$ cat src/rtl/lspcPkg.sv
package lspcPkg;

	// One 68000 data word
	typedef logic [15:0] hostWord_t;

	// Register word indices, 3C0000 up to 3C000E
	localparam logic [2:0] REG_VRAMADDR  = 3'd0;
	localparam logic [2:0] REG_VRAMDATA  = 3'd1;
	localparam logic [2:0] REG_VRAMMOD   = 3'd2;
	localparam logic [2:0] REG_LSPCMODE  = 3'd3;
	localparam logic [2:0] REG_TIMERHI   = 3'd4;
	localparam logic [2:0] REG_TIMERLO   = 3'd5;
	localparam logic [2:0] REG_IRQACK    = 3'd6;
	localparam logic [2:0] REG_TIMERSTOP = 3'd7;

	// Pixels per line
	localparam int H_TOTAL = 384;

	// Vertical range, 264 lines per frame
	localparam logic [8:0] V_FIRST = 9'h0F8;
	localparam logic [8:0] V_LAST  = 9'h1FF;

	// Active picture lies between these two lines
	localparam logic [8:0] V_BLANK_END   = 9'h110;
	localparam logic [8:0] V_BLANK_START = 9'h1F0;

	// Bits of the timer mode field
	localparam int TMODE_ON_WRITE  = 0;
	localparam int TMODE_ON_VBLANK = 1;
	localparam int TMODE_ON_ZERO   = 2;

	// Interrupt source vector, also the ack bit order
	localparam int IRQ_VBL   = 0;
	localparam int IRQ_TIMER = 1;
	localparam int IRQ_COLD  = 2;

endpackage

$ cat src/rtl/hostRegisters.sv
`timescale 1ns/1ps

module hostRegisters #(
	parameter bit VIDEO_MODE = 1'b1
) (
	input  logic              CLK_24M,
	input  logic              RESET,
	input  logic [2:0]        hostAddr,
	input  lspcPkg::hostWord_t hostWrData,
	input  logic              hostWrite,
	output lspcPkg::hostWord_t hostRdData,
	input  logic [8:0]        vCount,
	input  lspcPkg::hostWord_t vramReadData,
	output logic              vramAddrWrite,
	output logic              vramDataWrite,
	output lspcPkg::hostWord_t vramMod,
	output logic [31:0]       timerLoad,
	output logic [2:0]        timerMode,
	output logic              timerIrqEnable,
	output logic              timerStop,
	output logic              timerLoadStrobe,
	output logic [2:0]        irqAck
);

	import lspcPkg::*;

	// Mode readback word
	hostWord_t lspcMode;

	// vCount on top, video mode in bit 3
	// Animation counter field stays zero
	assign lspcMode = {vCount, 3'b000, VIDEO_MODE, 3'b000};

	// Register state, written at the edge that samples hostWrite
	always_ff @(posedge CLK_24M or posedge RESET)
	begin
		if (RESET)
		begin
			vramMod <= '0;
			timerLoad <= '0;
			timerMode <= 3'b000;
			timerIrqEnable <= 1'b0;
			timerStop <= 1'b0;
		end
		else if (hostWrite)
		begin
			case (hostAddr)
				REG_VRAMMOD:
					vramMod <= hostWrData;
				REG_LSPCMODE:
				begin
					// Speed byte and AA disable ignored, no animation here
					timerMode <= hostWrData[7:5];
					timerIrqEnable <= hostWrData[4];
				end
				REG_TIMERHI:
					timerLoad[31:16] <= hostWrData;
				REG_TIMERLO:
					timerLoad[15:0] <= hostWrData;
				REG_TIMERSTOP:
					timerStop <= hostWrData[0];
				default:
					;
			endcase
		end
	end

	// Command pulses, one cycle after the write edge
	always_ff @(posedge CLK_24M or posedge RESET)
	begin
		if (RESET)
		begin
			vramAddrWrite <= 1'b0;
			vramDataWrite <= 1'b0;
			timerLoadStrobe <= 1'b0;
			irqAck <= 3'b000;
		end
		else
		begin
			// Address write also starts a VRAM read
			vramAddrWrite <= hostWrite && (hostAddr == REG_VRAMADDR);
			vramDataWrite <= hostWrite && (hostAddr == REG_VRAMDATA);
			// Low half completes the 32-bit load value
			timerLoadStrobe <= hostWrite && (hostAddr == REG_TIMERLO);
			// One bit per source, 1 clears
			if (hostWrite && (hostAddr == REG_IRQACK))
				irqAck <= hostWrData[2:0];
			else
				irqAck <= 3'b000;
		end
	end

	// Read mux, no strobe
	always_comb
	begin
		case (hostAddr)
			REG_VRAMADDR,
			REG_VRAMDATA:
				hostRdData = vramReadData;
			REG_VRAMMOD:
				hostRdData = vramMod;
			REG_LSPCMODE:
				hostRdData = lspcMode;
			default:
				// Write-only registers
				hostRdData = '0;
		endcase
	end

endmodule

$ cat config.mk
export PLATFORM = sky130hd
export DESIGN_NAME = hostRegisters
export DESIGN_NICKNAME = d
export VERILOG_FILES = /design/src/rtl/lspcPkg.sv /design/src/rtl/hostRegisters.sv
export SDC_FILE = /design/constraint.sdc
export NUM_CORES = 1
export LEC_CHECK = 0
export ABC_CLOCK_PERIOD_IN_PS = 3190
export BUFFER_PORTS_ARGS = -buffer_cell sky130_fd_sc_hd__buf_2
export CORE_ASPECT_RATIO = 1.2
export CORE_MARGIN = 4
export CORE_UTILIZATION = 45
export CTS_CLUSTER_SIZE = 12
export DETAILED_ROUTE_END_ITERATION = 8
export GPL_TIMING_DRIVEN = 1
export PLACE_DENSITY = 0.87
export SKIP_LAST_GASP = 1
export SYNTH_ARGS = -nofsm -noshare
export SYNTH_HDL_FRONTEND = slang
export SYNTH_SLANG_ARGS = --single-unit
$ cat constraint.sdc
create_clock -name CLK_24M -period 3.19 [get_ports CLK_24M]
set_input_delay 0.638 -clock CLK_24M [delete_from_list [all_inputs] [get_ports CLK_24M]]
set_output_delay 0.638 -clock CLK_24M [all_outputs]
set_load 0.01 [all_outputs]
==> reports/metrics.yaml <==
status: "finished, final reports clean"
synth_cell_types: 23
vias: 1979
nFillCells: 474
max_freq_ghz: 0.4224
hold_viol: 0
fin_skew_ns: 0
place_congestion: 0.7929
antenna_found_initial: 0
slew_viol_final: 0
setup_ws_ns: 0.8225
setup_violations: 0
timing.final.crit_share: 0.7422
io_pins: 122
p_leak_nw: 1.830
drt-initial-drc-count: 40
hp-class: "in -> async"
avgSynthCellArea_um2: 14.28
sw_frac_of_total: 0.2754
cts_made_buffers: 9
power.internal_w: 0.001638
pwr-share-seq: 0.439
crit_path_start: "hostAddr[1]"
pre_cts_ws_ns: 0.8056
critPathRequiredTime_ns: 2.55
syn_nets: 234
overflow: 0
end_kind: "output pin"
insertedDiodeCount: 0
drt_pass1_iterations: 4
ctsLongestPathBuffers: 2
cts.clk_slew.worst_paths_ns: 0.06
worstSetupPathType: "in -> out"
p_per_area_nw_per_um2: 639.2
die_w_um: 78.32
clkPwrFrac: 0.315
holdWs_ns: 0.3701
drc: 0
grtUsageTotal: 0.1897
dieArea_um2: 7235
crit_path_start_kind: "input port"
p_comb_frac: 0.246
insertion_delay_ns: 0.32
grt_pass1_wl_um: 10600
grt_pass1_vias: 2086
seq_area_frac_synth: 0.5530
post-cts-setup-buffers: 0
worstReg2RegEnd: "vramMod[13]"
antenna_left: 0
r2r_slack_ns: 2.38
finalWirelength_um: 6644
cts_tree: "yes"
reg2reg_depth: 1
instances_no_fill: 394
ys.flop_type: "dfrtp_1"
port_buffers: 121
ys_ff_latch: 59
relSlewSlack: 0.5793
wl_per_cell_um: 16.86
async_flop_share: 1.000
fin_nets: 357
grt_max_degree: 40
tightestPinTransition_ns: 0.6311
holdBufCountCts: 0
rsz0062_at_grt: "no"
path_max_fanout: 39
dieHeight_um: 92.38
final_util: 0.6200
peakVddDrop_mv: 0.4713
via_per_inst: 5.023
tns_ns: 0
cts-root-buf: "clkbuf_8"
rr_startpoint: "vramMod[13]"
cts.repair.resized: 0
rows: 30
htree_levels: 3
coreArea_um2: 5705
cts_sinks: 59
synthesis.area_um2: 2670
start_util: 0.4680
drive_gt1_frac: 0.6178
switchingPower_w: 0.0006226
cp.arrival_ns: 1.73
area_delta_synth_final_pct: 32.47
fin_crit_ns: 2.367
ys_warn_count: 0
dp_cells: 379
syn_inst: 187
max-cap-violations: 0
crit_end: "hostRdData[3]"
synth_edf_count: 0
dp_hpwl_um: 4836
[worst max-delay path: stages]
cell and delay (ns):
buf_2 0.50, nor2b_1 0.31, a211oi_1 0.11, buf_2 0.16
[worst min path at each step]
stage	slack, ns	startpoint	depth (start not counted)	end
finish	0.37	RESET	2	timerMode[2]
global route	0.42	RESET	2	timerMode[2]
CTS	0.38	RESET	2	timerMode[2]
detailed placement	0.49	timerLoad[3]	1	timerLoad[3]
global placement	0.48	timerLoad[15]	1	timerLoad[15]
floorplan	0.55	timerLoad[10]	1	timerLoad[10]
[layer usage]
metal / vias to the layer above / global-route usage / routed length [um]
li1: 920 / - / -
met1: 978 / 0.2223 / 2691
met2: 74 / 0.3271 / 3440
met3: 7 / 0.05350 / 403
met4: 0 / 0.07434 / 108
met5: - / 0 / 0
[cells in the mapped netlist, types with 2 or more instances]
cell type,count,area share
dfrtp_1,59,0.55
mux2_2,33,0.14
mux2_4,20,0.11
a211oi_1,10,0.028
nor2_1,10,0.014
mux2i_1,9,0.034
a21oi_1,6,0.011
clkbuf_1,6,0.0084
nand2b_1,6,0.014
nand3b_1,6,0.017
and3_1,3,0.0070
buf_6,3,0.013
inv_1,3,0.0042
and4bb_1,2,0.0094
buf_2,2,0.0037
buf_4,2,0.0056
[layout make-up]
type,instances,area (um^2),area share
Timing Repair Buffer,125,635.6,0.1797
Clock inverter,1,30.03,0.008490
Inverter,3,11.26,0.003184
Clock buffer,14,182.7,0.05164
Tap cell,80,100.1,0.02830
Sequential cell,59,1476,0.4174
Multi-Input combinational cell,112,1101,0.3113
[per-stage QoR]
step / power [W] / cell area, um^2
global placement: 0.001544 / 3324
global route: 0.002376 / 3537
finish: 0.002261 / 3537
CTS: 0.002283 / 3537
floorplan: 0.001306 / 2670
detailed placement: 0.001567 / 3324
[state kept, by name, summed over array words and instances, names as in the netlist]
signal / count
timerLoad: 32
vramMod: 16
vramAddrWrite: 1
vramDataWrite: 1
timerStop: 1
timerIrqEnable: 1
irqAck: 3
timerLoadStrobe: 1
timerMode: 3
[power by group through the flow]
stage          Clock (W)  Sequential, W  Combinational (W)
2_1_floorplan          0        0.00106           0.000242
3_3_place_gp           0        0.00100           0.000544
3_5_place_dp           0        0.00100           0.000563
4_1_cts         0.000725       0.000995           0.000564
5_1_grt         0.000765        0.00101           0.000599
6_report        0.000713       0.000993           0.000555
[cell usage in the layout, fill, tap and decap left out]
cell,count
buf_2,121
dfrtp_1,59
mux2_2,33
mux2_4,20
clkbuf_8,13
nor2_1,10
a211oi_1,10
mux2i_1,9
nand2b_1,6
nand3b_1,6
a21oi_1,6
buf_4,4
and3_1,3
and4bb_1,2
inv_1,2
nand4b_4,1
and2_1,1
nor2b_1,1
nor4b_1,1
nor4bb_1,1
inv_2,1
nand4_1,1
nand4b_1,1
bufinv_16,1
clkbuf_1,1
[cell families after synthesis]
logic type,after synthesis,synth area share
compound gates,16,0.03936
buf+inv,16,0.03467
flops,59,0.5530
mux,62,0.2854
simple gates,34,0.08763
(Power assumes the default switching activity.)
