### src/rtl/pixelClockGen.sv
`timescale 1ns/1ps

module pixelClockGen (
	input  logic CLK_24M,
	input  logic RESET,
	output logic pixelEnable,
	output logic clk8M,
	output logic clk4M
);

	// Divide by 4 for the 6 MHz pixel rate
	logic [1:0] pixCnt;
	// Divide by 3 for the 8 MHz and 4 MHz outputs
	logic [1:0] divCnt;

	// One cycle in four
	assign pixelEnable = (pixCnt == 2'd3);

	always_ff @(posedge CLK_24M or posedge RESET)
	begin
		if (RESET)
		begin
			pixCnt <= 2'd0;
			divCnt <= 2'd0;
			clk8M <= 1'b0;
			clk4M <= 1'b0;
		end
		else
		begin
			pixCnt <= pixCnt + 2'd1;
			// 8M output is a 1-in-3 pulse
			clk8M <= (divCnt == 2'd2);
			if (divCnt == 2'd2)
			begin
				divCnt <= 2'd0;
				// Half the 8M rate
				clk4M <= ~clk4M;
			end
			else
				divCnt <= divCnt + 2'd1;
		end
	end

endmodule

### config.mk
export PLATFORM = sky130hd
export DESIGN_NAME = pixelClockGen
export DESIGN_NICKNAME = d
export VERILOG_FILES = /design/src/rtl/pixelClockGen.sv
export SDC_FILE = /design/constraint.sdc
export NUM_CORES = 1
export LEC_CHECK = 0
export BUFFER_PORTS_ARGS = -buffer_cell sky130_fd_sc_hd__buf_4
export CAP_MARGIN = 30
export CORE_AREA = 2 2 39 41
export CTS_CLUSTER_DIAMETER = 120
export DETAILED_ROUTE_END_ITERATION = 12
export DIE_AREA = 0 0 41 43
export PLACE_DENSITY_LB_ADDON = 0.3
export SETUP_SLACK_MARGIN = 0.02
export SLEW_MARGIN = 25
export SYNTH_ARGS = -nofsm -noshare
export SYNTH_HDL_FRONTEND = slang
export SYNTH_SLANG_ARGS = --single-unit
### constraint.sdc
create_clock -name CLK_24M -period 1.56 [get_ports CLK_24M]
set_input_delay 0.234 -clock CLK_24M [delete_from_list [all_inputs] [get_ports CLK_24M]]
set_output_delay 0.234 -clock CLK_24M [all_outputs]
set_load 0.05 [all_outputs]
==> results of run 1 <==
==> registers in the layout, indices dropped and copies added (netlist names) <==
signal	flops
clk4M	1
clk8M	1
pixCnt	2
divCnt	2
==> power by group <==
part	switching [mW]	total (mW)	internal (mW)
logic	0.00339	0.00676	0.00337
registers	0	0.156	0.156
clock network	0.0621	0.150	0.0875
==> layout by cell type, fill, tap and decap left out <==
cell,instances
and2b_2,1
buf_4,4
clkbuf_4,3
dfrtp_1,6
dlygate4sd3_1,1
ha_1,1
inv_1,2
nor2_1,1
nor2b_4,1
xor2_2,1
==> kinds of logic after synthesis <==
logic type	after synthesis	share of synthesized area, %
DFF	6	70.6
and+or+nand+nor	3	12.4
buffers and inverters	2	3.53
xor gates and xnor gates	1	7.65
adders and majority gates	1	5.88
==> per-stage QoR <==
| step | setup slack, ns | hold slack (ns) | cell area, um^2 | utilization, % |
|---|---|---|---|---|
| after floorplan | 0.549 | 0.0250 | 213 | - |
| after global placement | 0.595 | 0.151 | 263 | 19.0 |
| after detailed placement | 0.591 | 0.166 | 263 | 19.0 |
| after CTS | 0.326 | 0.425 | 295 | 21.3 |
| after global routing | 0.289 | 0.445 | 295 | 21.3 |
| final | 0.335 | 0.419 | 295 | 21.3 |
==> final cells by class <==
class	instances	area [um^2]
fillers	153	1090
flip-flops and latches	6	150
multi-input cells	5	55.1
repair buffers	5	40.0
clock buffers	3	22.5
well taps	16	20.0
inverters	2	7.51
==> synthesized netlist by cell type (all sizes together) <==
cell | n | area share (%)
inv | 2 | 3.5
nor2b | 1 | 6.5
nor2 | 1 | 1.8
xor2 | 1 | 7.6
and2b | 1 | 4.1
dfrtp | 6 | 71
ha | 1 | 5.9
==> per-layer routing <==
| metal | global-route usage [%] | vias to the layer above | part of all wire [%] |
|---|---|---|---|
| li1 | - | 55 | - |
| met1 | 7.33 | 51 | 49 |
| met2 | 4.38 | 7 | 34 |
| met3 | 4.71 | 0 | 16 |
| met4 | 2.00 | 0 | 0 |
| met5 | 0 | - | 0 |
==> final timing paths <==
check,from,end,slack (ns),cells past startpoint
setup / recovery,pixCnt[0],pixelEnable,0.34,2
min in group asynchronous,RESET,pixCnt[1],0.46,3
hold / removal,pixCnt[0],pixCnt[0],0.42,1
max in group asynchronous,RESET,divCnt[1],0.92,3
hold reg to reg,pixCnt[0],pixCnt[0],0.42,1
setup reg to reg,pixCnt[0],pixCnt[1],0.78,1
==> out/results.ini, run 1 <==
[outcome]
status=finished clean

[clock_network]
cts.sinks=6
cts_buffers=3
insertion_delay_ns=0.24
clkTransAtPathRegs_ns=0.05
clockRootBuffer=clkbuf_4
htreeDepth=1
clk_path_buf_depth=2
cts-resized-gates=0
holdBufCountCts=1
tritoncts=yes
cts_setup_buffers=0

[floorplanning]
die_w_um=41
dieArea_mm2=0.00176
core_area_mm2=0.00138
fp-row-count=14
fp.dieH_um=43
io_pins=5
floorplan.initialDensity_pct=15.4

[layout]
antennaDiodeCount=0
stdcell_count=37
layout-drive-gt1-share_pct=47.6
nets=26
area_delta_synth_final_pct=38.8

[power_and_ir_drop]
p_per_area_mw_per_mm2=1060
power.total_mw=0.312
leakage_nw=0.151
vdd_drop_max_mv=0.348

[place]
dp.cells=33
port_buffers=4
gp_congestion=0.593

[yosys]
synthCells=13
seq_area_frac_synth_pct=70.6
avgSynthCellArea_um2=16.4
synth_warnings=0
ys_ff_latch=6
synthesis.nets=16
syn_area_um2=213
ys_types=7

[timing]
worst_pin_slew_ns=0.221
tns_ns=0
grt_setup_unrepaired=false
fmax_mhz=816
finalSetupViolations=0
finalHoldViolations=0
timing.final.crit_share_pct=78.5
skew_ns=0.000327
max-slew-margin-rel_pct=85.3
finalMaxSlewViolations=0
period_minus_slack_ns=1.22

[grt]
antenna_found_initial=0
grt_max_degree=7
grt-ovfl-total=0
first_global_vias=107
grt_pass1_wl_um=510
grt_util_all_layers_pct=4.87

[detailed_routing]
drt-total-wl_um=311
vias_per_cell=3.05
ant_nets=0
vias=113
drt_pass1_iterations=2
wl_per_cell_um=8.41
drt_iter0_drc=1
drc=0

[critical_path]
crit_slowest_cell=dfrtp_1
worst_path_largest_cell_delay_ns=0.37
crit_family=flip-flops
crit_type=reg -> out
crit_chain=ha_1, buf_4
end_kind=primary output
cp_max_fo=2
cp_data_arrival_time_ns=0.99
required_ns=1.33
path_buf_inv=1
crit_path_start_kind=register

[run]
drv_cap=0

[min_path]
hold_path.class=reg -> reg

(Power assumes the default switching activity.)
==> run 2, diff against run 1 <==
- clock period: 1.56 -> 1.1 ns (I/O delays scaled with it)
==> run 2 against run 1 <==
- setup slack lost 0.33 ns
- first-iteration DRC count increased to 5.0 times the previous value
- register-to-register slack worse by 0.46 ns
- via count shrank 5.3%
- total power rose by 39%
- hold slack lost 0.028 ns
- die area is the same
- clock skew is 0.0030 ns higher
- wire length down 5.5%
- clock power up 36%
- critical path depth unchanged
- critical endpoint unchanged
- highest routed layer unchanged
==> out/results.ini, run 2 (synthesis results as in run 1) <==
[place]
placed_area_um2=263  ; unchanged
port_buffers=4  ; unchanged
gp_congestion=0.593  ; about the same
dp_slack_ns=0.204  ; was 0.591 ns

[timing]
timing.final.crit_share_pct=99.9
finalHoldViolations=0  ; unchanged
tns_ns=0  ; unchanged
grt_setup_unrepaired=true  ; was false
period_minus_slack_ns=1.10
skew_ns=0.00335  ; was 0.000327 ns
worst_pin_slew_ns=0.224  ; was 0.221 ns
max-slew-margin-rel_pct=85.1  ; was 85.3%
finalMaxSlewViolations=0  ; unchanged
finalSetupViolations=0  ; unchanged
setup_ws_ns=0.00109  ; was 0.335 ns
fmax_mhz=910

[clock_network]
tritoncts=yes  ; unchanged
cts_buffers=3  ; unchanged
htreeDepth=1  ; unchanged
cts.sinks=6  ; unchanged
clk_path_buf_depth=2  ; unchanged
clockRootBuffer=clkbuf_4  ; unchanged
clkTransAtPathRegs_ns=0.05  ; about the same
cts_setup_buffers=0  ; unchanged
insertion_delay_ns=0.24  ; about the same

[detailed_routing]
wl_per_cell_um=7.95  ; was 8.41 um
drt_pass1_iterations=2  ; unchanged
drc=0  ; unchanged
drt_iter0_drc=5  ; was 1
ant_nets=0  ; unchanged
drt-total-wl_um=294  ; was 311 um
vias=107  ; was 113
vias_per_cell=2.89  ; was 3.05

[power_and_ir_drop]
p_seq_share_pct=50.9  ; was 49.9%
leakage_nw=0.152  ; was 0.151 nW
switching_share_pct=19.6  ; was 21.0%
p_per_area_mw_per_mm2=1420  ; was 1060 mW/mm^2
p_switching_mw=0.0851  ; was 0.0655 mW
power.total_mw=0.435  ; was 0.312 mW
p_int_mw=0.350  ; was 0.247 mW
pwr-share-comb_pct=2.2  ; about the same
vdd_drop_max_mv=0.391  ; was 0.348 mV
pwr-share-clk_pct=46.9  ; was 47.9%

[layout]
antennaDiodeCount=0  ; unchanged
largestRegisters=divCnt: 2 flops, pixCnt: 2 flops  ; unchanged
area_delta_synth_final_pct=43.5  ; was 38.8%
utilization_pct=22.1  ; was 21.3%
mostFrequentLayoutCells=dfrtp_1, clkbuf_4, buf_4  ; was dfrtp_1, buf_4, clkbuf_4
final_common_cell=dfrtp_1  ; unchanged
layout-drive-gt1-share_pct=52.4  ; was 47.6%
nets=26  ; unchanged
fin_area_um2=305  ; was 295 um^2

[critical_path]
crit_type=reg -> out  ; unchanged
end_kind=primary output  ; unchanged
required_ns=0.94  ; was 1.33 ns
crit_path_start_kind=register  ; unchanged
reg2reg_depth=2  ; was 1
r2r_setup_slack_ns=0.32  ; was 0.78 ns
reg2reg_from=divCnt[1]  ; was pixCnt[0]
timing.rr.end=clk4M  ; was pixCnt[1]
cp_data_arrival_time_ns=0.93  ; was 0.99 ns
cp_max_fo=2  ; unchanged

[grt]
grt_pass1_wl_um=524  ; was 510 um
first_global_vias=112  ; was 107
grt_util_all_layers_pct=5.39  ; was 4.87%
grt-ovfl-total=0  ; unchanged
grt_max_degree=7  ; unchanged
antenna_found_initial=0  ; unchanged

[floorplanning]
floorplan.initialDensity_pct=15.4  ; unchanged
fp-row-count=14  ; unchanged
fp.dieH_um=43  ; unchanged
core_area_mm2=0.00138  ; unchanged
dieArea_mm2=0.00176  ; unchanged
die_w_um=41  ; unchanged
io_pins=5  ; unchanged

[min_path]
hold_path.class=in -> async  ; was reg -> reg

[outcome]
status=finished clean  ; unchanged

[run]
drv_cap=0  ; unchanged

==> run 2: changes by cell type in the layout (fill, tap and decap cells not counted) <==
cell   before  now
buf_4       4    3
buf_8       0    1
ha_2        0    1
ha_1        1    0
==> run 2: how the worst max path moves through the flow <==
stage / start / endpoint / slack [ns] / cells after the start
floorplan: pixCnt[0] / pixelEnable / 0.16 / 1
global route: pixCnt[0] / pixelEnable / -0.05 / 2
global placement: pixCnt[0] / pixelEnable / 0.21 / 2
CTS: pixCnt[0] / pixelEnable / -0.009 / 2
finish: pixCnt[0] / pixelEnable / 0.001 / 2
detailed placement: pixCnt[0] / pixelEnable / 0.20 / 2
==> run 2: critical path: stages (launching register included) <==
cell and delay, ns:
dfrtp_1 0.37, ha_2 0.18, buf_8 0.14
==> run 2: final cells by class <==
type                       count  area, um^2
fill                         151        1080
sequential                     6         150
multi-input combinational      5        57.6
timing repair buffer           5        47.5
clock buffer                   3        22.5
tap                           16        20.0
inverter                       2        7.51
==> run 2: layer usage <==
| metal | GRT usage (%) | wire, um | part of all wire [%] | vias to the layer above |
|---|---|---|---|---|
| li1 | - | - | - | 55 |
| met1 | 7.69 | 152 | 52 | 47 |
| met2 | 3.75 | 106 | 36 | 5 |
| met3 | 3.14 | 35 | 12 | 0 |
| met4 | 8.00 | 0 | 0 | 0 |
| met5 | 0 | 0 | 0 | - |
==> run 2: power by group through the flow <==
stage / combinational (mW) / sequential, mW / clock (mW)
after floorplan: 0.00352 / 0.225 / 0
after global placement: 0.00655 / 0.225 / 0
after detailed placement: 0.00734 / 0.225 / 0
after CTS: 0.0101 / 0.221 / 0.213
after global routing: 0.0110 / 0.221 / 0.231
final: 0.00964 / 0.221 / 0.204
==> run 2: stage by stage <==
step	instances	hold WS [ns]
2_1_floorplan	13	-0.0440
3_3_place_gp	33	0.0818
3_5_place_dp	33	0.100
4_1_cts	37	0.393
5_1_grt	37	0.407
6_report	37	0.391
==> run 2: timing repair <==
item / CTS / global route
endpoints found under the hold margin: 6 / 0
endpoints found under the setup margin: 1 / 1
hold buffers: 1 / 0
pin swaps: 1 / 0
gates resized for setup: 3 / 0
