## src/rtl/lspcPkg.sv

```systemverilog
package lspcPkg;

	// One 68000 data word
	typedef logic [15:0] hostWord_t;

	// Register word indices, 3C0000 up to 3C000E
	localparam logic [2:0] REG_VRAMADDR  = 3'd0;
	localparam logic [2:0] REG_VRAMDATA  = 3'd1;
	localparam logic [2:0] REG_VRAMMOD   = 3'd2;
	localparam logic [2:0] REG_LSPCMODE  = 3'd3;
	localparam logic [2:0] REG_TIMERHI   = 3'd4;
	localparam logic [2:0] REG_TIMERLO   = 3'd5;
	localparam logic [2:0] REG_IRQACK    = 3'd6;
	localparam logic [2:0] REG_TIMERSTOP = 3'd7;

	// Pixels per line
	localparam int H_TOTAL = 384;

	// Vertical range, 264 lines per frame
	localparam logic [8:0] V_FIRST = 9'h0F8;
	localparam logic [8:0] V_LAST  = 9'h1FF;

	// Active picture lies between these two lines
	localparam logic [8:0] V_BLANK_END   = 9'h110;
	localparam logic [8:0] V_BLANK_START = 9'h1F0;

	// Bits of the timer mode field
	localparam int TMODE_ON_WRITE  = 0;
	localparam int TMODE_ON_VBLANK = 1;
	localparam int TMODE_ON_ZERO   = 2;

	// Interrupt source vector, also the ack bit order
	localparam int IRQ_VBL   = 0;
	localparam int IRQ_TIMER = 1;
	localparam int IRQ_COLD  = 2;

endpackage

```

## src/rtl/rasterTimer.sv

```systemverilog
`timescale 1ns/1ps

module rasterTimer #(
	parameter bit VIDEO_MODE = 1'b1
) (
	input  logic        CLK_24M,
	input  logic        RESET,
	input  logic        pixelEnable,
	input  logic [8:0]  vCount,
	input  logic        vblankStart,
	input  logic [31:0] timerLoad,
	input  logic [2:0]  timerMode,
	input  logic        timerIrqEnable,
	input  logic        timerStop,
	input  logic        timerLoadStrobe,
	output logic        timerIrq
);

	import lspcPkg::*;

	logic [31:0] timerCount;
	logic borderTop;
	logic borderBot;
	logic timerRun;

	// Lines 100-10F and 1F0-1FF
	assign borderTop = (vCount[7:4] == 4'h0);
	assign borderBot = (vCount[7:4] == 4'hF);

	// Stopped on F8-FF always, on the borders only for PAL with stop set
	assign timerRun = vCount[8] && !(VIDEO_MODE && timerStop && (borderTop || borderBot));

	always_ff @(posedge CLK_24M or posedge RESET)
	begin
		if (RESET)
		begin
			timerCount <= '0;
			timerIrq <= 1'b0;
		end
		else
		begin
			timerIrq <= 1'b0;
			// Immediate reloads take priority over counting
			if (timerLoadStrobe && timerMode[TMODE_ON_WRITE])
				timerCount <= timerLoad;
			else if (vblankStart && timerMode[TMODE_ON_VBLANK])
				timerCount <= timerLoad;
			else if (pixelEnable && timerRun)
			begin
				if (timerCount != 32'd0)
					timerCount <= timerCount - 32'd1;
				else
				begin
					// Expired
					timerIrq <= timerIrqEnable;
					if (timerMode[TMODE_ON_ZERO])
						timerCount <= timerLoad;
				end
			end
		end
	end

endmodule

```

## config.mk

```make
export PLATFORM = sky130hd
export DESIGN_NAME = rasterTimer
export DESIGN_NICKNAME = d
export VERILOG_FILES = /design/src/rtl/lspcPkg.sv /design/src/rtl/rasterTimer.sv
export SDC_FILE = /design/constraint.sdc
export NUM_CORES = 1
export LEC_CHECK = 0
export ABC_AREA = 1
export BUFFER_PORTS_ARGS = -buffer_cell sky130_fd_sc_hd__buf_2
export CAP_MARGIN = 10
export CORE_ASPECT_RATIO = 0.5
export CORE_MARGIN = 2
export CORE_UTILIZATION = 50
export CTS_CLUSTER_DIAMETER = 60
export DETAILED_ROUTE_END_ITERATION = 8
export MAX_ROUTING_LAYER = met4
export PLACE_DENSITY = 0.71
export RECOVER_POWER = 25
export SETUP_SLACK_MARGIN = 0.05
export SKIP_CTS_REPAIR_TIMING = 1
export SLEW_MARGIN = 15
export SYNTH_ARGS = -nofsm -noshare
export SYNTH_HDL_FRONTEND = slang
export SYNTH_SLANG_ARGS = --single-unit
export TNS_END_PERCENT = 5
```

## constraint.sdc

```tcl
create_clock -name CLK_24M -period 2.69 [get_ports CLK_24M]
set_input_delay 0.538 -clock CLK_24M [delete_from_list [all_inputs] [get_ports CLK_24M]]
set_output_delay 0.538 -clock CLK_24M [all_outputs]
set_load 0.03 [all_outputs]
```

==> results of run 1 <==
-- flip-flops by register name, summed over array words and instances, names as in the netlist --
register and count:
timerCount 32, timerIrq 1
-- power groups by stage --
stage	registers [W]	clock network [W]	logic, W
CTS	0.000758	0.000399	0.000793
global route	0.000779	0.000432	0.000914
finish	0.000762	0.000396	0.000796
floorplan	0.000724	0	0.000627
global placement	0.000765	0	0.000782
detailed placement	0.000766	0	0.000787
-- how the worst max path moves through the flow --
stage,to,slack (ns),cells after the start
floorplan,timerCount[30]$_DFFE_PP0P_,1.10,10
global placement,timerCount[0]$_DFFE_PP0P_,0.42,11
detailed placement,timerCount[5]$_DFFE_PP0P_,0.42,11
CTS,timerCount[27]$_DFFE_PP0P_,0.41,11
global route,timerCount[16]$_DFFE_PP0P_,0.21,10
finish,timerCount[18]$_DFFE_PP0P_,0.40,10
-- cells in the mapped netlist --
cell type,number,area [um2]
nor2_1,62,233
buf_4,6,45.0
nand3_1,26,130
inv_1,35,131
a21oi_1,3,15.0
o21bai_1,2,15.0
o21ai_0,4,20.0
and2_1,1,6.26
nand2_2,4,25.0
xor2_1,8,70.1
xnor2_1,7,61.3
nand4_1,9,56.3
buf_2,1,5.00
inv_2,5,18.8
o21ai_1,12,60.1
nor2_4,2,22.5
nand2_4,1,11.3
nand2_1,233,875
buf_6,5,56.3
ha_1,2,25.0
nor2_2,6,37.5
nor4b_1,1,8.76
dfrtp_1,33,826
-- metal layers --
layer	up-vias	GRT usage [%]	part of all wire, %
li1	1524	-	-
met1	1266	41.9	54
met2	88	34.6	38
met3	2	4.88	7.5
met4	0	4.95	0.40
met5	-	-	0
-- through the flow --
step	setup WS [ns]	util, %	power (W)	cell area (um2)
final	0.403	57.2	0.00195	3090
after global routing	0.212	57.2	0.00212	3090
after CTS	0.406	57.3	0.00195	3090
after detailed placement	0.425	55.7	0.00155	3000
after global placement	0.421	55.7	0.00155	3000
after floorplan	1.10	-	0.00135	2750
-- cell type report --
type	instances	area, um2
Clock buffer	7	86.3
Fill cell	583	2310
Inverter	40	150
Multi-Input combinational cell	383	1670
Sequential cell	33	826
Tap cell	73	91.3
Timing Repair Buffer	51	262
-- cells by family (layout without fill, tap and decap cells) --
group,Yosys count,after routing,synth area share [%]
simple gates,345,345,51.0
xor+xnor,15,15,4.77
flops,33,33,30.0
fa+ha+maj,2,2,0.909
buf+inv,52,98,9.31
compound gates,21,21,4.00
==> results.cfg, run 1 <==
[timing]
setup_tns_ns = 0
setup_violations = 0
maxClockFrequency_mhz = 437
finalHoldViolCount = 0
slew_violations = 34
relSlewSlack_pct = -24.8
period_minus_slack_ns = 2.29
worstMarginPinSlew_ns = 1.87
finalCritPeriodShare_pct = 85.0
rsz0062_at_grt = no
fin_skew_ns = 0.00260
hold_ws_ns = 0.506

[placement]
io_buffers = 47
hpwl_um = 5570
place.gp.congestion = 1.01
dp.cells = 580

[clocking]
cts_tree = yes
htree_levels = 2
cts-buffers-inserted = 5
clkSinkCount = 33
ctsRootBufferMaster = clkbuf_8
clk_path_buf_depth = 2
clk_pin_slew_ns = 0.07
clk_latency_ns = 0.28

[routing]
vias = 2880
drcViolationCount = 0
wl_per_cell_um = 12.5
antenna_left = 0
drt_wl_total_um = 7310
vias_per_cell = 4.91
drtIter0Drc = 234
drt_first_pass_iters = 5

[global_route]
antenna_found_initial = 0
grt.total_usage_pct = 26.5
grt_max_degree = 34
grt_pass1_vias = 2458
grt_pass1_wl_um = 12100
gr-total-overflow = 0

[power_and_ir_drop]
switchingPower_w = 0.000862
p_per_area_nw_per_um2 = 633
power.internal_w = 0.00109
power_frac_clock_pct = 20.3
power.share.combinational_pct = 40.8
ir_worst_vdd_mv = 0.373
p_sw_share_pct = 44.1
p_seq_share_pct = 39.0
p_leak_nw = 1.70

[worst_setup_path]
crit_top_cell = nand2_1
start_kind = flop
cp_top_family = simple AND/OR/NAND/NOR gates
crit-reg2reg-launch = timerCount[6]$_DFFE_PP0P_
reg2reg_to = timerCount[18]$_DFFE_PP0P_
startpoint = timerCount[6]$_DFFE_PP0P_
r2r_slack_ns = 0.40
crit_required_ns = 2.87
crit_chain = nor2_1 > nand2_1 > nor2_1 > nand2_1 > nor2_1 > nand3_1 > nand2_2 > inv_2 > nand2_1 > nand2_1
crit_buf_inv = 1
crit_type = flop to flop
slowest_delay_ns = 0.43
ff2ff_path_depth = 10
crit_slowest_cell = dfrtp_1
cp-end-kind = flop
worstPathArrival_ns = 2.46
crit_path_max_fanout = 30

[floorplanning]
die_height_um = 56.5
io_pins = 52
dieArea_um2 = 6150
die_x_um = 109
coreArea_um2 = 5400
initial_utilization_pct = 51.0
num_rows = 19

[logic_synthesis]
synth_nets = 521
synth.distinct_cells = 23
synthesis.area_um2 = 2750
yosysSeqAreaShare_pct = 30.0
yosysWarningCount = 0
ys_seq_elements = 33
synth_cells = 468
syn_area_per_cell_um2 = 5.88

[finish]
finalNonFillerCells = 587
n_antenna_cell = 0
final_cell_mix = nand2_1, nor2_1, buf_2
syn_to_final_growth_pct = 12.1
nets = 567
drive_gt1_share_pct = 14.4
final_common_cell = nand2_1

[min_path]
min_path_type = input pin to flop
whs_path_depth = 2
min_to = timerIrq$_DFF_PP0_
hold_path.startpoint = timerIrqEnable

[status]
violations = max-capacitance violations, max-slew violations
outcome = finished, violations left

[run]
maxCapViolCount = 1
(Power assumes the default switching activity.)
==> inputs of run 2 (changes only) <==
Settings changed: CORE_UTILIZATION 50 to 40, PLACE_DENSITY 0.71 to 0.59.
==> run 2 against run 1 <==
Compared with the run above: the flow now finishes without violations; clock skew is 0.00059 ns higher; die area grew 24%; cell count is 3.2% higher; flip-flop and latch count did not move; global-route usage down 3.1 points; hold slack worse by 0.15 ns; sequential share of layout area shrank 0.81 points; setup slack better by 0.27 ns; sequential power up 0.7%; first-iteration DRC count shrank 0.85%; critical path type unchanged; critical endpoint is now timerCount[30]$_DFFE_PP0P_.
==> results.cfg, run 2 (synthesized netlist as in run 1, its figures left out) <==
[finish]
syn_to_final_growth_pct = 15.6
final_common_cell = nand2_1
regArea_um2 = 826
max_flop_register = timerCount
largest_register_ffs = 32
fillers = 763
final_util_pct = 47.7
nets = 567
largestRegisters = timerCount x32, timerIrq x1
final_cell_mix = nand2_1, nor2_1, buf_2
multi_input_area_um2 = 1670
n_antenna_cell = 0
drive_gt1_share_pct = 14.6

[global_route]
gr-total-overflow = 0
grt_pass1_vias = 2789
antenna_found_initial = 0
met3_usage_pct = 4.47
use_met1_pct = 35.7
grt.total_usage_pct = 23.4
grt_util_met2_pct = 31.9
grt_pass1_wl_um = 13700
grt_max_degree = 34
busiest_layer = met1

[power_and_ir_drop]
ir_worst_vdd_mv = 0.262
p_leak_nw = 1.73
power.total_w = 0.00214
p_per_area_nw_per_um2 = 673

[worst_setup_path]
crit_top_cell = nand2_1
crit_required_ns = 2.86
crit_slowest_cell = dfrtp_1
start_kind = flop
crit_path_max_fanout = 5
slowest_delay_ns = 0.38
crit_buf_inv = 1
worstPathArrival_ns = 2.19
crit_type = flop to flop
cp_top_family = simple AND/OR/NAND/NOR gates
crit_chain = inv_1 > ha_1 > nand2_2 > nor2_1 > and2_1 > nand3_1 > nand2_1 > nand3_1 > nand2_1 > nand2_1
cp-end-kind = flop

[timing]
maxClockFrequency_mhz = 495
finalHoldViolCount = 0
worstMarginPinSlew_ns = 0.537
relSlewSlack_pct = 64.2
fin_skew_ns = 0.00319
setup_violations = 0
finalCritPeriodShare_pct = 75.1
period_minus_slack_ns = 2.02
setup_tns_ns = 0
rsz0062_at_grt = no
slew_violations = 0

[clocking]
clk_pin_slew_ns = 0.05
clk_latency_ns = 0.28
clk_path_buf_depth = 2
cts-buffers-inserted = 5
ctsRootBufferMaster = clkbuf_16
clkSinkCount = 33
cts_tree = yes
htree_levels = 2

[routing]
drtIter0Drc = 232
drt_first_pass_iters = 4
wl_per_cell_um = 12.6
vias = 2880
antenna_left = 0
vias_per_cell = 4.75
drt_wl_total_um = 7660
drcViolationCount = 0

[status]
outcome = finished clean

[floorplanning]
die_x_um = 121
num_rows = 21
die_height_um = 62.7
io_pins = 52
dieArea_um2 = 7600
coreArea_um2 = 6670
initial_utilization_pct = 41.3

[run]
maxCapViolCount = 0

[placement]
io_buffers = 47
hpwl_um = 5850
place.gp.congestion = 0.985

[min_path]
min_path_type = input pin to async pin
[run 2: area by class of cell]
| type | count | share of cell area [%] |
|---|---|---|
| Inverter | 40 | 4.72 |
| Timing Repair Buffer | 51 | 8.73 |
| Tap cell | 92 | 3.62 |
| Multi-Input combinational cell | 383 | 52.5 |
| Sequential cell | 33 | 25.9 |
| Clock buffer | 7 | 4.48 |
[run 2: path summary, 6_finish.rpt]
path                                                 from                          to  slack (ns)  cells after the start
worst max-delay path            timerCount[0]$_DFFE_PP0P_  timerCount[30]$_DFFE_PP0P_        0.67                     10
worst min-delay path                                RESET   timerCount[0]$_DFFE_PP0P_        0.36                      3
worst max register to register  timerCount[0]$_DFFE_PP0P_  timerCount[30]$_DFFE_PP0P_        0.67                     10
worst min register to register  timerCount[1]$_DFFE_PP0P_   timerCount[1]$_DFFE_PP0P_        0.51                      2
max in group asynchronous                           RESET  timerCount[24]$_DFFE_PP0P_        2.01                      3
min in group CLK_24M            timerCount[1]$_DFFE_PP0P_   timerCount[1]$_DFFE_PP0P_        0.51                      2
[run 2: worst reg2reg max path, delay by kind of cell (launching register included)]
family / cells / cell delay [ns]
DFF: 1 / 0.38
adders and majority gates: 1 / 0.34
buffers and inverters: 1 / 0.12
and+or+nand+nor: 8 / 1.08
[run 2: per-layer routing]
metal  vias to the layer above  share of wire, %
met3                         4               8.6
met1                      1282                53
met2                        74                38
li1                       1520                 -
met5                         -                 0
met4                         0              0.42
[run 2: metrics by stage]
step           cell area [um2]  instances  setup slack [ns]  hold slack [ns]
6_report                  3180        606             0.669            0.356
5_1_grt                   3180        606             0.459            0.429
4_1_cts                   3180        606             0.681            0.373
3_5_place_dp              3040        599             0.706            0.500
3_3_place_gp              3040        599             0.722            0.494
2_1_floorplan             2750        468              1.10            0.471
[run 2: power by group]
group          internal (W)  switching, W
registers          0.000605      0.000162
clock network      0.000364      0.000210
logic              0.000290      0.000514
total               0.00126      0.000885
