File: config.mk
export PLATFORM = sky130hd
export DESIGN_NAME = interruptControl
export DESIGN_NICKNAME = d
export VERILOG_FILES = /design/src/rtl/lspcPkg.sv /design/src/rtl/interruptControl.sv
export SDC_FILE = /design/constraint.sdc
export NUM_CORES = 1
export LEC_CHECK = 0
export BUFFER_PORTS_ARGS = -buffer_cell sky130_fd_sc_hd__buf_2
export CAP_MARGIN = 20
export CORE_AREA = 8 8 45 47
export DETAILED_ROUTE_END_ITERATION = 8
export DIE_AREA = 0 0 53 55
export HOLD_SLACK_MARGIN = 0.03
export SLEW_MARGIN = 20
export SYNTH_ARGS = -nofsm -noshare
export SYNTH_HDL_FRONTEND = slang
export SYNTH_SLANG_ARGS = --single-unit
File: constraint.sdc
create_clock -name CLK_24M -period 2.2 [get_ports CLK_24M]
set_clock_uncertainty 0.1 [all_clocks]
set_input_delay 0.33 -clock CLK_24M [delete_from_list [all_inputs] [get_ports CLK_24M]]
set_output_delay 0.33 -clock CLK_24M [all_outputs]
set_load 0.01 [all_outputs]
File: src/rtl/lspcPkg.sv
package lspcPkg;

	// One 68000 data word
	typedef logic [15:0] hostWord_t;

	// Register word indices, 3C0000 up to 3C000E
	localparam logic [2:0] REG_VRAMADDR  = 3'd0;
	localparam logic [2:0] REG_VRAMDATA  = 3'd1;
	localparam logic [2:0] REG_VRAMMOD   = 3'd2;
	localparam logic [2:0] REG_LSPCMODE  = 3'd3;
	localparam logic [2:0] REG_TIMERHI   = 3'd4;
	localparam logic [2:0] REG_TIMERLO   = 3'd5;
	localparam logic [2:0] REG_IRQACK    = 3'd6;
	localparam logic [2:0] REG_TIMERSTOP = 3'd7;

	// Pixels per line
	localparam int H_TOTAL = 384;

	// Vertical range, 264 lines per frame
	localparam logic [8:0] V_FIRST = 9'h0F8;
	localparam logic [8:0] V_LAST  = 9'h1FF;

	// Active picture lies between these two lines
	localparam logic [8:0] V_BLANK_END   = 9'h110;
	localparam logic [8:0] V_BLANK_START = 9'h1F0;

	// Bits of the timer mode field
	localparam int TMODE_ON_WRITE  = 0;
	localparam int TMODE_ON_VBLANK = 1;
	localparam int TMODE_ON_ZERO   = 2;

	// Interrupt source vector, also the ack bit order
	localparam int IRQ_VBL   = 0;
	localparam int IRQ_TIMER = 1;
	localparam int IRQ_COLD  = 2;

endpackage

File: src/rtl/interruptControl.sv
`timescale 1ns/1ps

module interruptControl (
	input  logic       CLK_24M,
	input  logic       RESET,
	input  logic       vblankStart,
	input  logic       timerIrq,
	input  logic [2:0] irqAck,
	output logic [1:0] irqLevel
);

	import lspcPkg::*;

	logic [2:0] irqPending;
	logic [2:0] irqSource;

	// Cold boot only comes from reset
	always_comb
	begin
		irqSource = 3'b000;
		irqSource[IRQ_VBL] = vblankStart;
		irqSource[IRQ_TIMER] = timerIrq;
	end

	always_ff @(posedge CLK_24M or posedge RESET)
	begin
		if (RESET)
		begin
			irqPending <= 3'b000;
			irqPending[IRQ_COLD] <= 1'b1;
		end
		else
			// New request wins over a same-cycle ack
			irqPending <= (irqPending & ~irqAck) | irqSource;
	end

	// Highest pending source sets the level
	always_comb
	begin
		if (irqPending[IRQ_COLD])
			irqLevel = 2'd3;
		else if (irqPending[IRQ_TIMER])
			irqLevel = 2'd2;
		else if (irqPending[IRQ_VBL])
			irqLevel = 2'd1;
		else
			irqLevel = 2'd0;
	end

endmodule

==> key figures, run 1 <==
Outcome
  • Status: finished clean

Placement
  • Placer Congestion: 0.608
  • Placed Area: 183 um2
  • Placed Instances: 35
  • Dpl ws: 1050 ps
  • IO buf count: 8

Global routing
  • Gr usage total: 3.17%
  • Largest net degree at the start of global routing: 4
  • GRT overflow: 0
  • First-pass GRT wire length: 572 um
  • Number of global-route vias before repair: 147
  • Antenna violations before repair: 0

Route
  • DR vias/cell: 2.90
  • Vias: 116
  • Total Wirelength: 336 um
  • Routed len/inst: 8.40 um
  • Post-DRT Antenna Nets: 0
  • Drt pass-1 iters: 2
  • DR DRC count: 0
  • Initial drt markers: 2

Power and ir drop
  • Worst VDD drop: 0.000154 V
  • P_sw: 38.6 uW
  • Power Total: 174 uW
  • Logic gate share of total power: 9.3%
  • Switching share of power: 22.1%
  • Internal Pwr Total: 136 uW
  • Sequential Power Share: 34.0%
  • Clock power share: 56.7%
  • Leakage power: 0.123 nW
  • Power Density: 797 nW/um2

Die
  • Die Span Y: 55 um
  • I/O pin count: 9
  • Die Span X: 53 um
  • Rows: 14
  • CORE AREA: 1380 um2
  • Initial Util: 8.86%
  • Total die area: 2920 um2

STA
  • Max Clock Freq: 717 MHz
  • Min Tclk post-route: 1400 ps
  • Final-report max-slew violation count: 0
  • Tcrit/Tclk final: 63.4%
  • Worst Tran Pin Value: 113 ps
  • Setup violators final: 0
  • Unrepaired setup endpoints after global routing: false
  • Setup TNS: 0 ps
  • Hold Vio Cnt, Final: 0
  • Worst rel slew slack: 92.4%
  • Setup WS post-layout: 805 ps

Critical path
  • CP top delay family: flip-flops
  • Buf/Inv on CP: 1
  • Critical Path Fanout Max: 3
  • Worst path slowest cell: dfstp_2
  • Critical Path AT: 970 ps
  • Critical path class: flop to primary output
  • Critical Path Source Type: flop
  • R2r worst-path depth: 1
  • Worst-path cell chain: or2_1 -> buf_2
  • Critical path depth: 2
  • Crit-path max cell delay: 530 ps
  • Worst setup EP type: primary output
  • CP required: 1770 ps

Clock tree
  • Clk sinks: 3
  • Worst-path clk slew: 40 ps
  • Hold buffers post-CTS: 1
  • Resize count post-CTS: 0
  • Htree depth: 1
  • Inserted Clock Buffers: 3
  • Post-CTS Setup Bufs: 0
  • CTS tree: done
  • Clock root buffer: clkbuf_4
  • Clk buf depth: 2
  • Clock latency on the worst-skew pair: 230 ps

Hold path
  • Hold depth: 2
  • Worst min-delay path class: primary input to flop

Finish
  • Synthesis-to-layout area growth: 78.6%
  • Max FFs per register: 3
  • Share of layout cells above drive strength 1: 50.0%
  • # diodes: 0
  • Fin area: 219 um2
  • Largest regs: irqPending x3
  • Fin nets: 32
  • Biggest register: irqPending
  • Fin cells: 40

Synth
  • Seq cells post-synth: 3
  • Syn_nets: 18
  • Post-synth cell types: 7
  • Synth Instances: 11
  • Yosys top cell by area: dfrtp_1
  • Post-synthesis sequential area ratio: 62.2%
  • Post-Syn Area: 123 um2
  • Synth warn: 0
  • Yosys top cell area share: 40.8%
  • Ranking of synthesized cells by area: dfrtp_1, dfstp_2, a21o_1
  • Syn avg cell area: 11.1 um2

Run
  • # Max-Cap Violations: 0
power by group through the flow:
stage | sequential (mW) | combinational [mW] | clock, mW
2_1_floorplan | 0.0596 | 0.00716 | 0
3_3_place_gp | 0.0599 | 0.0152 | 0
3_5_place_dp | 0.0600 | 0.0153 | 0
4_1_cts | 0.0593 | 0.0168 | 0.106
5_1_grt | 0.0596 | 0.0185 | 0.114
6_report | 0.0593 | 0.0162 | 0.0989
metal layers:
layer / track usage, % / up-vias / part of all wire, %
met2: 3.91 / 5 / 49
met3: 3.21 / 0 / 18
met4: 5.17 / 0 / 0
li1: - / 58 / -
met5: 0 / - / 0
met1: 2.13 / 53 / 32
final timing paths:
kind,start,endpoint,slack [ps]
max,irqPending[2],irqLevel[1],800
min,irqAck[2],irqPending[2],110
max reg2reg,irqPending[2],irqPending[2],1380
min reg2reg,irqPending[2],irqPending[2],390
max in group asynchronous,RESET,irqPending[2],1380
min in group asynchronous,RESET,irqPending[0],410
cells in the final DEF, fill, tap and decap left out:
master and instances:
clkbuf_1 1, o21bai_1 1, dfstp_2 1, dlygate4sd3_1 1, buf_2 8, nor2b_1 1
a21o_1 2, inv_1 3, clkbuf_4 3, dfrtp_1 2, or2_1 1
synthesized netlist by cell type:
master / instances
a21o_1: 2
dfrtp_1: 2
dfstp_2: 1
inv_1: 3
nor2b_1: 1
o21bai_1: 1
or2_1: 1
metrics by stage:
stage                     hold WS (ps)  util [%]
after floorplan                  -17.1         -
after global placement            97.0      13.2
after detailed placement           102      13.2
after CTS                         99.7      15.8
after global routing               104      15.8
final                              109      15.8
kinds of logic after synthesis:
logic type | after synthesis | share of synthesized area, %
AOI/OAI and AO/OA | 3 | 18.4
and+or+nand+nor | 2 | 10.2
DFF | 3 | 62.3
buffers and inverters | 3 | 9.18
final cells by class:
| cell class | count | area [um2] |
|---|---|---|
| multi-input cells | 5 | 35.0 |
| repair buffers | 9 | 50.0 |
| inverters | 3 | 11.3 |
| fillers | 164 | 1160 |
| flip-flops and latches | 3 | 76.3 |
| clock buffers | 4 | 26.3 |
| well taps | 16 | 20.0 |
(Power assumes the default switching activity.)
==> run 2: changes to the inputs <==
Settings changed: ABC_AREA set to 1.
Clock period 2.2 ns to 1.2 ns, I/O delays scaled along.
==> key figures, run 2 <==
STA
  • Max Clock Freq: 812 MHz
  • Hold Vio Cnt, Final: 0 (unchanged)
  • Tcrit/Tclk final: 103%
  • Setup WS post-layout: -30.9 ps (-835 ps)
  • Setup violators final: 2 (+2)
  • Final-report max-slew violation count: 0 (unchanged)
  • Worst rel slew slack: 92.7% (+0.25 points)
  • Min Tclk post-route: 1230 ps
  • Unrepaired setup endpoints after global routing: true
  • Setup TNS: -54.2 ps (-54.2 ps)
  • WHS: 42.7 ps (-65.9 ps)
  • Worst Tran Pin Value: 110 ps (-3.81 ps)

Placement
  • Placed Instances: 42 (+20%)
  • IO buf count: 8 (unchanged)
  • Placed Area: 193 um2 (+5.5%)
  • Placer Congestion: 0.682 (+12%)
  • Dpl ws: 195 ps (-852 ps)

Finish
  • # fillers: 164 (unchanged)
  • Max FFs per register: 3 (unchanged)
  • Layout Utilization: 18.0% (+2.2 points)
  • Most frequent cells in the layout: buf_2, nand2_1, inv_1, clkbuf_4, dlygate4sd3_1
  • Share of layout cells above drive strength 1: 39.4% (-11 points)
  • Largest regs: irqPending x3
  • Fin area: 249 um2 (+14%)
  • Fin cells: 49 (+23%)
  • Synthesis-to-layout area growth: 87.7%
  • # diodes: 0 (unchanged)
  • Biggest register: irqPending
  • Fin nets: 41 (+28%)
  • Most common cell after layout, fill and taps aside: buf_2

Synth
  • Ranking of synthesized cells by area: dfrtp_1, dfstp_2, inv_1
  • Post-synthesis adder-cell area fraction: 0% (unchanged)
  • Yosys top cell area share: 37.7% (-3.1 points)
  • Top_reg_cell synth: dfrtp_1
  • Post-synthesis sequential area ratio: 57.5% (-4.7 points)
  • Syn avg cell area: 7.37 um2 (-34%)
  • Largest family of logic cells by synthesized area: simple AND/OR/NAND/NOR gates
  • Yosys top cell by area: dfrtp_1
  • Synth top cells by count: inv_1, nand2_1, dfrtp_1
  • Seq cells post-synth: 3 (unchanged)
  • Mux cell area share after synthesis: 0% (unchanged)
  • Synth warn: 0 (unchanged)
  • Post-synth cell types: 5 (-2)
  • Synth Instances: 18 (+7)
  • Async set or reset register ratio after synthesis: 100% (unchanged)
  • Synth Area in Compound Gates: 0% (-18 points)
  • Synth Area in XOR/XNOR: 0% (unchanged)
  • Syn_nets: 25 (+7)
  • Post-synth EDFFs: 0 (unchanged)
  • Post-Syn Area: 133 um2 (+8.2%)
  • Synth Area in Simple Gates: 22.6% (+12 points)

Clock tree
  • Clock latency on the worst-skew pair: 230 ps (about the same)
  • Clk sinks: 3 (unchanged)
  • Inserted Clock Buffers: 3 (unchanged)
  • Htree depth: 1 (unchanged)
  • Post-CTS Setup Bufs: 0 (unchanged)
  • CTS tree: done
  • Worst-path clk slew: 40 ps (about the same)
  • Clk buf depth: 2 (unchanged)
  • Clock root buffer: clkbuf_4

Route
  • Routed len/inst: 7.04 um (-16%)
  • DR DRC count: 0 (unchanged)
  • Total Wirelength: 345 um (+2.7%)
  • Initial drt markers: 1 (-1)
  • Vias: 140 (+21%)
  • Post-DRT Antenna Nets: 0 (unchanged)
  • Drt pass-1 iters: 4 (+2)
  • DR vias/cell: 2.86 (-1.5%)

Critical path
  • Worst r2r src: irqPending[2]
  • Worst-path cell chain: inv_2 -> nand2_1 -> buf_2
  • Worst path slowest cell: dfstp_2
  • Worst setup EP type: primary output
  • R2r worst-path depth: 2 (+1)
  • Critical Path Fanout Max: 3 (unchanged)
  • Crit path to: irqLevel[0]
  • Critical path class: flop to primary output
  • RR Endpoint: irqPending[2]
  • Critical Path Source Type: flop
  • Critical Path AT: 950 ps (-20 ps)
  • FF-to-FF setup slack: 400 ps (-980 ps)
  • Crit path launch: irqPending[2]
  • Crit-path max cell delay: 510 ps (-20 ps)
  • CP required: 920 ps (-850 ps)

Power and ir drop
  • Sequential Power Share: 33.5% (-0.5 points)
  • Power Density: 1300 nW/um2 (+63%)
  • Worst VDD drop: 0.000205 V (+34%)
  • Logic gate share of total power: 11.3% (+2.0 points)
  • Switching share of power: 22.2% (+0.12 points)
  • Leakage power: 0.150 nW (+22%)
  • Internal Pwr Total: 252 uW (+86%)
  • Power Total: 324 uW (+86%)
  • P_sw: 72.0 uW (+87%)
  • Clock power share: 55.2% (-1.5 points)

Die
  • Die Span Y: 55 um (unchanged)
  • Die Span X: 53 um (unchanged)
  • Rows: 14 (unchanged)
  • Total die area: 2920 um2 (unchanged)
  • CORE AREA: 1380 um2 (unchanged)
  • Initial Util: 9.58% (+0.72 points)
  • I/O pin count: 9 (unchanged)

Global routing
  • Antenna violations before repair: 0 (unchanged)
  • GRT overflow: 0 (unchanged)
  • Gr usage total: 3.50% (+0.33 points)
  • Number of global-route vias before repair: 159 (+8.2%)
  • First-pass GRT wire length: 621 um (+8.6%)
  • Largest net degree at the start of global routing: 4 (unchanged)

Outcome
  • Status: complete, but fails checks
  • Failing checks: setup timing

Hold path
  • Worst min-delay path class: primary input to flop

Run
  • # Max-Cap Violations: 0 (unchanged)
-- run 2: cell count changes after synthesis --
cell / delta
a21o_1: -2
inv_1: +4
nand2_1: +7
nor2_1: +1
nor2b_1: -1
o21bai_1: -1
or2_1: -1
-- run 2: cell families after synthesis --
logic type / Yosys count
buffers and inverters: 7
flip-flops: 3
AND/OR/NAND/NOR: 8
-- run 2: worst min-delay path by stage --
| stage | start | end | slack (ps) | cells past startpoint |
|---|---|---|---|---|
| after floorplan | RESET | irqPending[0] | -170 | 1 |
| after global placement | RESET | irqPending[0] | -50 | 2 |
| after detailed placement | RESET | irqPending[1] | -50 | 2 |
| after CTS | timerIrq | irqPending[1] | 40 | 3 |
| after global routing | timerIrq | irqPending[1] | 30 | 3 |
| final | timerIrq | irqPending[1] | 40 | 3 |
-- run 2: layout make-up --
| class | count | area (um2) | area share, % |
|---|---|---|---|
| clock buffers | 4 | 26.3 | 10.6 |
| multi-input cells | 8 | 30.0 | 12.1 |
| well taps | 16 | 20.0 | 8.04 |
| flip-flops and latches | 3 | 76.3 | 30.7 |
| repair buffers | 11 | 70.1 | 28.1 |
| inverters | 7 | 26.3 | 10.6 |
-- run 2: metal layers --
layer | global-route usage (%) | vias to the layer above | share of wire, %
met1 | 2.59 | 54 | 42
met2 | 4.10 | 7 | 39
met4 | 5.17 | 0 | 0
li1 | - | 79 | -
met5 | 0 | - | 0
met3 | 3.74 | 0 | 19
-- run 2: worst max-delay path, delay by kind of cell (launching register included) --
kind | cells | cell delay (ps)
buf+inv | 2 | 160
flops | 1 | 510
simple gates | 1 | 50
-- run 2: what timing repair did --
item / in CTS / in global routing
pin swaps: 1 / 1
setup endpoints to repair: 2 / 2
hold buffers: 3 / 0
hold endpoints to repair: 5 / 0
resized for setup: 1 / 0
-- run 2: power by group through the flow --
stage / Sequential, mW / Clock, mW / Combinational, mW
3_5_place_dp: 0.110 / 0 / 0.0293
6_report: 0.109 / 0.179 / 0.0365
5_1_grt: 0.110 / 0.208 / 0.0415
4_1_cts: 0.109 / 0.191 / 0.0374
3_3_place_gp: 0.110 / 0 / 0.0287
2_1_floorplan: 0.109 / 0 / 0.0139
